`src/logic/aluPkg.sv`:
```
/*
  Shared widths, operation codes and structs for the ALU.
  Operation codes follow the original 4-bit encoding, pass A at 0 up to rotate right at 15.
  Narrow mode works on the low HalfWidth bits and always returns a zero upper half.
*/
package aluPkg;

    localparam int WordWidth = 32;
    localparam int HalfWidth = 16;

    typedef logic [WordWidth-1:0] word_t;

    // code order matches the existing function select
    typedef enum logic [3:0] {
        opPassA       = 4'd0,
        opPassB       = 4'd1,
        opNotA        = 4'd2,
        opNotB        = 4'd3,
        opAdd         = 4'd4,
        opAddCarry    = 4'd5,
        opSub         = 4'd6,
        opAnd         = 4'd7,
        opOr          = 4'd8,
        opXor         = 4'd9,
        opNand        = 4'd10,
        opShiftLeft   = 4'd11,
        opShiftRight  = 4'd12,
        opShiftArith  = 4'd13,
        opRotateLeft  = 4'd14,
        opRotateRight = 4'd15
    } aluOp_e;

    // wide in the top bit, 1 selects 32-bit mode
    typedef struct packed {
        logic   wide;
        aluOp_e op;
    } funSel_t;

    // high to low: Z, C, N, O
    typedef struct packed {
        logic zero;
        logic carry;
        logic negative;
        logic overflow;
    } flags_t;

    // what each datapath unit hands to the control module
    typedef struct packed {
        word_t value;
        logic  carry;
        logic  overflow;
        logic  negative;
    } unitResult_t;

endpackage

```
`src/logic/aluAdder.sv`:
```
/*
  Add, add with carry and subtract in 16 or 32 bits, purely combinational.
  For subtract the carry output is the unsigned borrow (A below B in the active width).
  Other operation codes give a result that the control module ignores.
*/
`timescale 1ns/1ps

module aluAdder
(
    input  aluPkg::word_t       a,
    input  aluPkg::word_t       b,
    input  logic                wide,
    input  aluPkg::aluOp_e      op,
    input  logic                carryIn,
    output aluPkg::unitResult_t sum
);

    localparam int WordWidth = aluPkg::WordWidth;
    localparam int HalfWidth = aluPkg::HalfWidth;

    aluPkg::word_t    opA;
    aluPkg::word_t    opB;
    logic [WordWidth:0] full;
    logic             subtract;
    logic             signA;
    logic             signB;
    logic             signR;

    always_comb
    begin
        subtract = (op == aluPkg::opSub);
        // narrow mode sees only the low halves
        opA = wide ? a : {{HalfWidth{1'b0}}, a[HalfWidth-1:0]};
        opB = wide ? b : {{HalfWidth{1'b0}}, b[HalfWidth-1:0]};

        if (subtract)
            full = {1'b0, opA} - {1'b0, opB};
        else
            full = {1'b0, opA} + {1'b0, opB} + (op == aluPkg::opAddCarry ? carryIn : 1'b0);

        sum.value = wide ? full[WordWidth-1:0]
                         : {{HalfWidth{1'b0}}, full[HalfWidth-1:0]};

        signA = wide ? a[WordWidth-1] : a[HalfWidth-1];
        signB = wide ? b[WordWidth-1] : b[HalfWidth-1];
        signR = wide ? full[WordWidth-1] : full[HalfWidth-1];

        // carry out of bit 16 or bit 32, borrow for subtract
        if (subtract)
            sum.carry = (opA < opB);
        else
            sum.carry = wide ? full[WordWidth] : full[HalfWidth];

        if (subtract)
            sum.overflow = (signA != signB) && (signR == signB);
        else
            sum.overflow = (signA == signB) && (signR != signA);

        sum.negative = signR;
    end

    narrowUpperZero: assert final (wide || sum.value[WordWidth-1:HalfWidth] == '0);

endmodule

```
`src/logic/aluControl.sv`:
```
/*
  Picks the datapath result for the current operation and keeps the Z/C/N/O flags.
  Flags load only on a clock edge with writeFlags high; reset is synchronous, active low.
  Carry and overflow are left alone by the pass, invert and bitwise operations.
*/
`timescale 1ns/1ps

module aluControl
(
    input  logic                Clock,
    input  logic                rstN,
    input  aluPkg::aluOp_e      op,
    input  logic                writeFlags,
    input  aluPkg::unitResult_t addResult,
    input  aluPkg::unitResult_t logicResult,
    input  aluPkg::unitResult_t shiftResult,
    output logic                carryIn,
    output aluPkg::word_t       result,
    output aluPkg::flags_t      flags
);

    logic                isArith;
    logic                isShift;
    aluPkg::unitResult_t selected;
    aluPkg::flags_t      nextFlags;

    // operation class
    always_comb
    begin
        isArith = 1'b0;
        isShift = 1'b0;
        case (op)
            aluPkg::opAdd, aluPkg::opAddCarry, aluPkg::opSub:
                isArith = 1'b1;
            aluPkg::opShiftLeft, aluPkg::opShiftRight, aluPkg::opShiftArith,
            aluPkg::opRotateLeft, aluPkg::opRotateRight:
                isShift = 1'b1;
            default:
                isArith = 1'b0;
        endcase
    end

    always_comb
    begin
        if (isArith)
            selected = addResult;
        else if (isShift)
            selected = shiftResult;
        else
            selected = logicResult;
    end

    assign result = selected.value;

    // value is already masked in narrow mode, so zero needs no width check
    always_comb
    begin
        nextFlags.zero     = (selected.value == '0);
        nextFlags.negative = selected.negative;
        nextFlags.carry    = (isArith || isShift) ? selected.carry : flags.carry;
        nextFlags.overflow = isArith ? selected.overflow : flags.overflow;
    end

    always_ff @(posedge Clock)
    begin
        if (!rstN)
            flags <= '0;
        else if (writeFlags)
            flags <= nextFlags;
    end

    // stored carry feeds add with carry and the rotates
    assign carryIn = flags.carry;

    flagsHoldWithoutStrobe: assert property (@(posedge Clock)
        rstN && !writeFlags |=> $stable(flags));

    flagsClearAfterReset: assert property (@(posedge Clock)
        !rstN |=> flags == '0);

endmodule

```
`src/logic/aluLogicUnit.sv`:
```
/*
  Pass, invert and bitwise operations in either width.
  Carry and overflow are always zero here; the control module keeps the stored ones.
*/
`timescale 1ns/1ps

module aluLogicUnit
(
    input  aluPkg::word_t       a,
    input  aluPkg::word_t       b,
    input  logic                wide,
    input  aluPkg::aluOp_e      op,
    output aluPkg::unitResult_t out
);

    localparam int HalfWidth = aluPkg::HalfWidth;

    aluPkg::word_t raw;

    always_comb
    begin
        case (op)
            aluPkg::opPassA: raw = a;
            aluPkg::opPassB: raw = b;
            aluPkg::opNotA:  raw = ~a;
            aluPkg::opNotB:  raw = ~b;
            aluPkg::opAnd:   raw = a & b;
            aluPkg::opOr:    raw = a | b;
            aluPkg::opXor:   raw = a ^ b;
            aluPkg::opNand:  raw = ~(a & b);
            // arithmetic and shift codes belong to the other units
            default:         raw = '0;
        endcase

        out.value    = wide ? raw : {{HalfWidth{1'b0}}, raw[HalfWidth-1:0]};
        out.negative = wide ? raw[aluPkg::WordWidth-1] : raw[HalfWidth-1];
        out.carry    = 1'b0;
        out.overflow = 1'b0;
    end

endmodule

```
`src/logic/aluShifter.sv`:
```
/*
  One-bit shifts and rotates through carry within the active width.
  Carry out is the bit moved out: top bit for left moves, bit 0 for right moves.
  Rotate right puts the stored carry into bit 15 in narrow mode, bit 31 in wide mode.
*/
`timescale 1ns/1ps

module aluShifter
(
    input  aluPkg::word_t       a,
    input  logic                wide,
    input  aluPkg::aluOp_e      op,
    input  logic                carryIn,
    output aluPkg::unitResult_t out
);

    localparam int WordWidth = aluPkg::WordWidth;
    localparam int HalfWidth = aluPkg::HalfWidth;

    aluPkg::word_t maskedA;
    aluPkg::word_t leftMove;
    aluPkg::word_t rightMove;
    aluPkg::word_t moved;
    logic          topBit;
    logic          fillBit;
    logic          isLeft;

    always_comb
    begin
        maskedA = wide ? a : {{HalfWidth{1'b0}}, a[HalfWidth-1:0]};
        topBit  = wide ? a[WordWidth-1] : a[HalfWidth-1];
        isLeft  = (op == aluPkg::opShiftLeft) || (op == aluPkg::opRotateLeft);

        // bits pushed above bit 15 are dropped by the final mask
        leftMove = {a[WordWidth-2:0], (op == aluPkg::opRotateLeft) ? carryIn : 1'b0};

        case (op)
            aluPkg::opShiftArith:  fillBit = topBit;
            aluPkg::opRotateRight: fillBit = carryIn;
            default:               fillBit = 1'b0;
        endcase

        // fill goes in at the top of the active width
        rightMove = maskedA >> 1;
        if (wide)
            rightMove[WordWidth-1] = fillBit;
        else
            rightMove[HalfWidth-1] = fillBit;

        case (op)
            aluPkg::opShiftLeft, aluPkg::opRotateLeft:
                moved = leftMove;
            aluPkg::opShiftRight, aluPkg::opShiftArith, aluPkg::opRotateRight:
                moved = rightMove;
            default:
                moved = '0;
        endcase

        out.value    = wide ? moved : {{HalfWidth{1'b0}}, moved[HalfWidth-1:0]};
        out.negative = wide ? moved[WordWidth-1] : moved[HalfWidth-1];
        out.carry    = isLeft ? topBit : a[0];
        out.overflow = 1'b0;
    end

endmodule

```
`src/logic/arithmeticLogicUnit.sv`:
```
/*
  ALU top level: combinational result, registered Z/C/N/O flags.
  funSel.wide set selects 32-bit mode; clear gives 16-bit mode with a zero upper half.
  writeFlags is a one-cycle strobe and is always taken.
*/
`timescale 1ns/1ps

module arithmeticLogicUnit
(
    input  logic            Clock,
    input  logic            rstN,
    input  aluPkg::word_t   a,
    input  aluPkg::word_t   b,
    input  aluPkg::funSel_t funSel,
    input  logic            writeFlags,
    output aluPkg::word_t   aluOut,
    output aluPkg::flags_t  flagsOut
);

    aluPkg::unitResult_t addResult;
    aluPkg::unitResult_t logicResult;
    aluPkg::unitResult_t shiftResult;
    logic                carryIn;

    aluAdder adder_i
    (
        .a       (a),
        .b       (b),
        .wide    (funSel.wide),
        .op      (funSel.op),
        .carryIn (carryIn),
        .sum     (addResult)
    );

    aluLogicUnit logicUnit_i
    (
        .a    (a),
        .b    (b),
        .wide (funSel.wide),
        .op   (funSel.op),
        .out  (logicResult)
    );

    aluShifter shifter_i
    (
        .a       (a),
        .wide    (funSel.wide),
        .op      (funSel.op),
        .carryIn (carryIn),
        .out     (shiftResult)
    );

    // selects the result and owns the flag register
    aluControl control_i
    (
        .Clock       (Clock),
        .rstN        (rstN),
        .op          (funSel.op),
        .writeFlags  (writeFlags),
        .addResult   (addResult),
        .logicResult (logicResult),
        .shiftResult (shiftResult),
        .carryIn     (carryIn),
        .result      (aluOut),
        .flags       (flagsOut)
    );

endmodule
```
`config.mk`:
```
export PLATFORM = sky130hd
export DESIGN_NAME = arithmeticLogicUnit
export DESIGN_NICKNAME = d
export VERILOG_FILES = /design/src/logic/aluPkg.sv /design/src/logic/aluAdder.sv /design/src/logic/aluControl.sv /design/src/logic/aluLogicUnit.sv /design/src/logic/aluShifter.sv /design/src/logic/arithmeticLogicUnit.sv
export SDC_FILE = /design/constraint.sdc
export NUM_CORES = 1
export LEC_CHECK = 0
export BUFFER_PORTS_ARGS = -buffer_cell sky130_fd_sc_hd__buf_2
export CAP_MARGIN = 20
export CORE_MARGIN = 2
export CORE_UTILIZATION = 60
export CTS_CLUSTER_SIZE = 14
export DETAILED_ROUTE_END_ITERATION = 8
export PLACE_DENSITY = 0.88
export SKIP_LAST_GASP = 1
export SYNTH_ARGS = -nofsm -noshare
export SYNTH_HDL_FRONTEND = slang
export SYNTH_HIERARCHICAL = 1
export SYNTH_SLANG_ARGS = --single-unit
```
`constraint.sdc`:
```
create_clock -name Clock -period 16.8 [get_ports Clock]
set_input_delay 3.36 -clock Clock [delete_from_list [all_inputs] [get_ports Clock]]
set_output_delay 3.36 -clock Clock [all_outputs]
set_load 0.03 [all_outputs]
```
**Yosys cells after proc, flatten, opt, wreduce, memory -nomap -nowiden**

Cells that the tools add are included.

- Word-level logic and storage cells: 71
- Input port bits: 72
- Register bits: 4

- Order comparisons: 1
- Reductions and logical operators: 12
- Mux-type cells: 26
- Equality and inequality tests: 19
- Add/sub/neg operators: 3
- Bitwise logic cells: 6

Operators with widths:

| cell | count |
|---|---|
| $pmux 32 s8 | 1 |
| $mux 32 | 5 |
| $not 32->32 | 3 |
| $mux 35 | 2 |
| $pmux 32 s2 | 1 |
| $add 32x32->33 | 1 |
| $add 33x33->33 | 1 |
| $mux 33 | 1 |
| $sub 32x32->33 | 1 |
| $and 32x32->32 | 1 |
| $eq 4x4->1 const B | 8 |
| $logic_not 32->1 | 1 |
| $lt 32x32->1 | 1 |
| $or 32x32->32 | 1 |
| $xor 32x32->32 | 1 |
| $eq 4x3->1 const B | 4 |
| $mux 1 | 15 |
| $eq 4x2->1 const B | 2 |
| $reduce_or 3->1 | 2 |
| $reduce_or 5->1 | 1 |
| $eq 4x1->1 const B | 1 |
| $logic_not 4->1 | 1 |
| $reduce_and 2->1 | 2 |
| $eq 1x1->1 | 2 |
| other kinds (5) | 8 |

**Longest topological paths before layout**

- Word-level depth: 10
- Depth in mapped cells: 21

**By module**

The synthesis kept the hierarchy.

By module, submodules not included:

| module | area each (µm²) | cells an instance | sequential area each (µm²) | times used |
|---|---|---|---|---|
| aluAdder | 4053.9 | 615 | 0.0 | 1 |
| aluLogicUnit | 3467.1 | 479 | 0.0 | 1 |
| aluControl | 1463.9 | 224 | 80.1 | 1 |
| aluShifter | 620.6 | 95 | 0.0 | 1 |

**Worst setup path after synthesis**

Ideal clock, no wire load.

- Kind: in2out
- Start point: in funSel[4] in the netlist's numbering
- End point: out aluOut[30]
- Required time: 13440 ps
- Data arrival time: 7035 ps
- Path buffers: 4
- Stages: 16
- Path slack: 6405 ps
- Cells stage by stage: clkbuf_1 -> clkbuf_1 -> buf_1 -> nand2_1 -> ha_1 -> or4_4 -> nand3b_4 -> nor4_2 -> a21oi_2 -> o31ai_4 -> a211oi_1 -> a2111oi_2 -> mux2i_1 -> o22ai_1 -> a221oi_1 -> buf_4

RTL lines:

| item | RTL line | text |
|---|---|---|
| start, declared | arithmeticLogicUnit.sv:14 | `input aluPkg::funSel_t funSel,` |
| end, declared | arithmeticLogicUnit.sv:16 | `output aluPkg::word_t aluOut,` |

==> flow_metrics.env <==
export IMPL_status="complete, no violations"
export IMPL_ios=108
export IMPL_htree_levels=1
export IMPL_drive_gt1_share_pct=13.2
export IMPL_ys_warn_count=6
export IMPL_avgSynthCellArea_um2=6.80
export IMPL_worst_slew_pin_slew_ns=1.01
export IMPL_initial_core_util_pct=60.9
export IMPL_met3_length_mm=4.32
export IMPL_rrSetupSlack_ns=12.25
export IMPL_min_to="control_i/flags[0]"
export IMPL_setup_violations=0
export IMPL_critPathKind="input port to output pin"
export IMPL_io_buffers=107
export IMPL_grt_pass1_wl_mm=53.1
export IMPL_cap_violations=0
export IMPL_wl_met2_mm=15.1
export IMPL_ant_nets=0
export IMPL_finClkSkew_ns=0.00177
export IMPL_die_w_um=130
export IMPL_grt_max_degree=68
export IMPL_slew_limit_headroom_pct=32.7
export IMPL_synth_cells=1408
export IMPL_finalWorstSetupSlack_ns=5.39
export IMPL_synth_area_um2=9580
export IMPL_drc=0
export IMPL_dp_cells=1608
export IMPL_clk_pin_slew_worst_paths_ns=0.03
export IMPL_area_growth_pct=2.01
export IMPL_holdBufCountCts=0
export IMPL_arrival_ns=8.05
export IMPL_die_h_um=130
export IMPL_stdcell_count=1612
export IMPL_vias=11355
export IMPL_required_ns=13.44
export IMPL_powerDensity_nw_per_um2=40.1
export IMPL_maxClockFrequency_mhz=87.6
export IMPL_vias_per_cell=7.04
export IMPL_numCtsBuffers=3
export IMPL_syn_nets=1610
export IMPL_nNetsFinal=1599
export IMPL_tritoncts="yes"
export IMPL_placed_area_um2=9690
export IMPL_post_cts_setup_buffer_count=0
export IMPL_gp_congestion=1.04
export IMPL_root_buffer="clkbuf_16"
export IMPL_finalCritPeriodShare_pct=67.9
export IMPL_rr_startpoint="control_i/carryIn"
export IMPL_r2r_end="control_i/flags[3]"
export IMPL_dr_max_layer_used="met4"
export IMPL_period_needed_ns=11.41
export IMPL_hp_class="register to register"
export IMPL_min_path_cells=2
export IMPL_critPathLaunchType="input port"
export IMPL_detailedPlace_worstSlack_ns=5.60
export IMPL_grt_pass1_vias=10022
export IMPL_rr_worst_depth=19
export IMPL_drt_met1_wl_mm=12.6
export IMPL_gr_total_overflow=0
export IMPL_fin_tns_setup_ns=0
export IMPL_path_max_fanout=49
export IMPL_hpwl_mm=26.7
export IMPL_min_from="control_i/flags[0]"
export IMPL_core_um2=15700
export IMPL_worstSkewPairLatency_ns=0.23
export IMPL_fin_util_pct=62.2
export IMPL_irDropWorstVdd_uv=29.8
export IMPL_wire_per_inst_um=21.7
export IMPL_cts_resized=0
export IMPL_whs_ns=0.463
export IMPL_detail_route_first_pass_iterations=7
export IMPL_routed_wl_mm=35.0
export IMPL_final_area_um2=9770
export IMPL_finalHoldViolations=0
export IMPL_dieArea_um2=17000
export IMPL_cts_sinks=4
export IMPL_final_max_slew_viol_count=0
export IMPL_grt_total_usage_pct=39.3
export IMPL_cp_startpoint="funSel[2]"
export IMPL_p_leak_nw=4.57
export IMPL_clockBufferDepth=2
export IMPL_initialDrtViolationCount=1943
export IMPL_antenna_found_initial=1
export IMPL_core_rowCount=46
export IMPL_rsz0062_at_grt="no"
export IMPL_setup_worst_path_end_class="output pin"
export IMPL_p_total_mw=0.391
==> how the worst max path moves through the flow <==
stage,endpoint,slack [ns]
2_1_floorplan,aluOut[30],6.40
3_3_place_gp,aluOut[28],5.69
3_5_place_dp,aluOut[28],5.60
4_1_cts,aluOut[28],5.57
5_1_grt,aluOut[28],5.25
6_report,aluOut[28],5.39
==> state kept, by name, summed over array words and instances, names as in the netlist <==
register,cells
control_i/flags,3
control_i/carryIn,1
==> critical path, cell delays in order <==
cell       delay, ns
buf_2           0.72
nand4b_1        0.19
nor2_1          0.19
fa_1            0.23
fa_1            0.25
nand2b_4        0.08
a2111oi_4       0.43
o311ai_4        0.14
a31oi_4         0.28
a21oi_2         0.15
o31ai_4         0.28
a41oi_1         0.19
a21o_1          0.21
a21oi_1         0.10
or2b_1          0.12
mux2i_1         0.06
a211oi_1        0.71
buf_2           0.33
==> where the power goes <==
part           internal, mW  switching [mW]  leakage, nW
sequential           0.0100        0.000584       0.0326
clock                0.0305         0.00752       0.0370
combinational         0.117           0.225         4.50
==> cells in the final DEF, fill, tap and decap left out, drive strengths merged, types with 12 or more instances in the layout <==
cell      n
a21oi   122
a211oi   12
mux2i    38
xor2     17
a21o     15
nand4    13
nand2b   12
buf     121
o21ai    67
and2     27
nand3    63
xnor2    41
nand2    95
a21boi   22
ha      127
a22o     45
o211ai   14
o22ai    65
nor3     19
inv     141
nor2     98
nor4     22
nor2b    15
==> cell type report <==
class                      instances  area (um^2)
multi-input combinational       1125         8160
sequential                         4         80.1
timing repair buffer             121          643
tap                              216          270
inverter                         142          533
clock buffer                       3         75.1
fill                            1430         5940
antenna                            1         2.50
==> per-layer routing <==
| metal | up-vias | track usage (%) |
|---|---|---|
| met5 | - | 0 |
| met4 | 0 | 24.8 |
| met3 | 240 | 7.01 |
| met2 | 947 | 62.8 |
| met1 | 5087 | 48.8 |
| li1 | 5081 | - |
No activity file was read; power rests on OpenSTA's default activity.
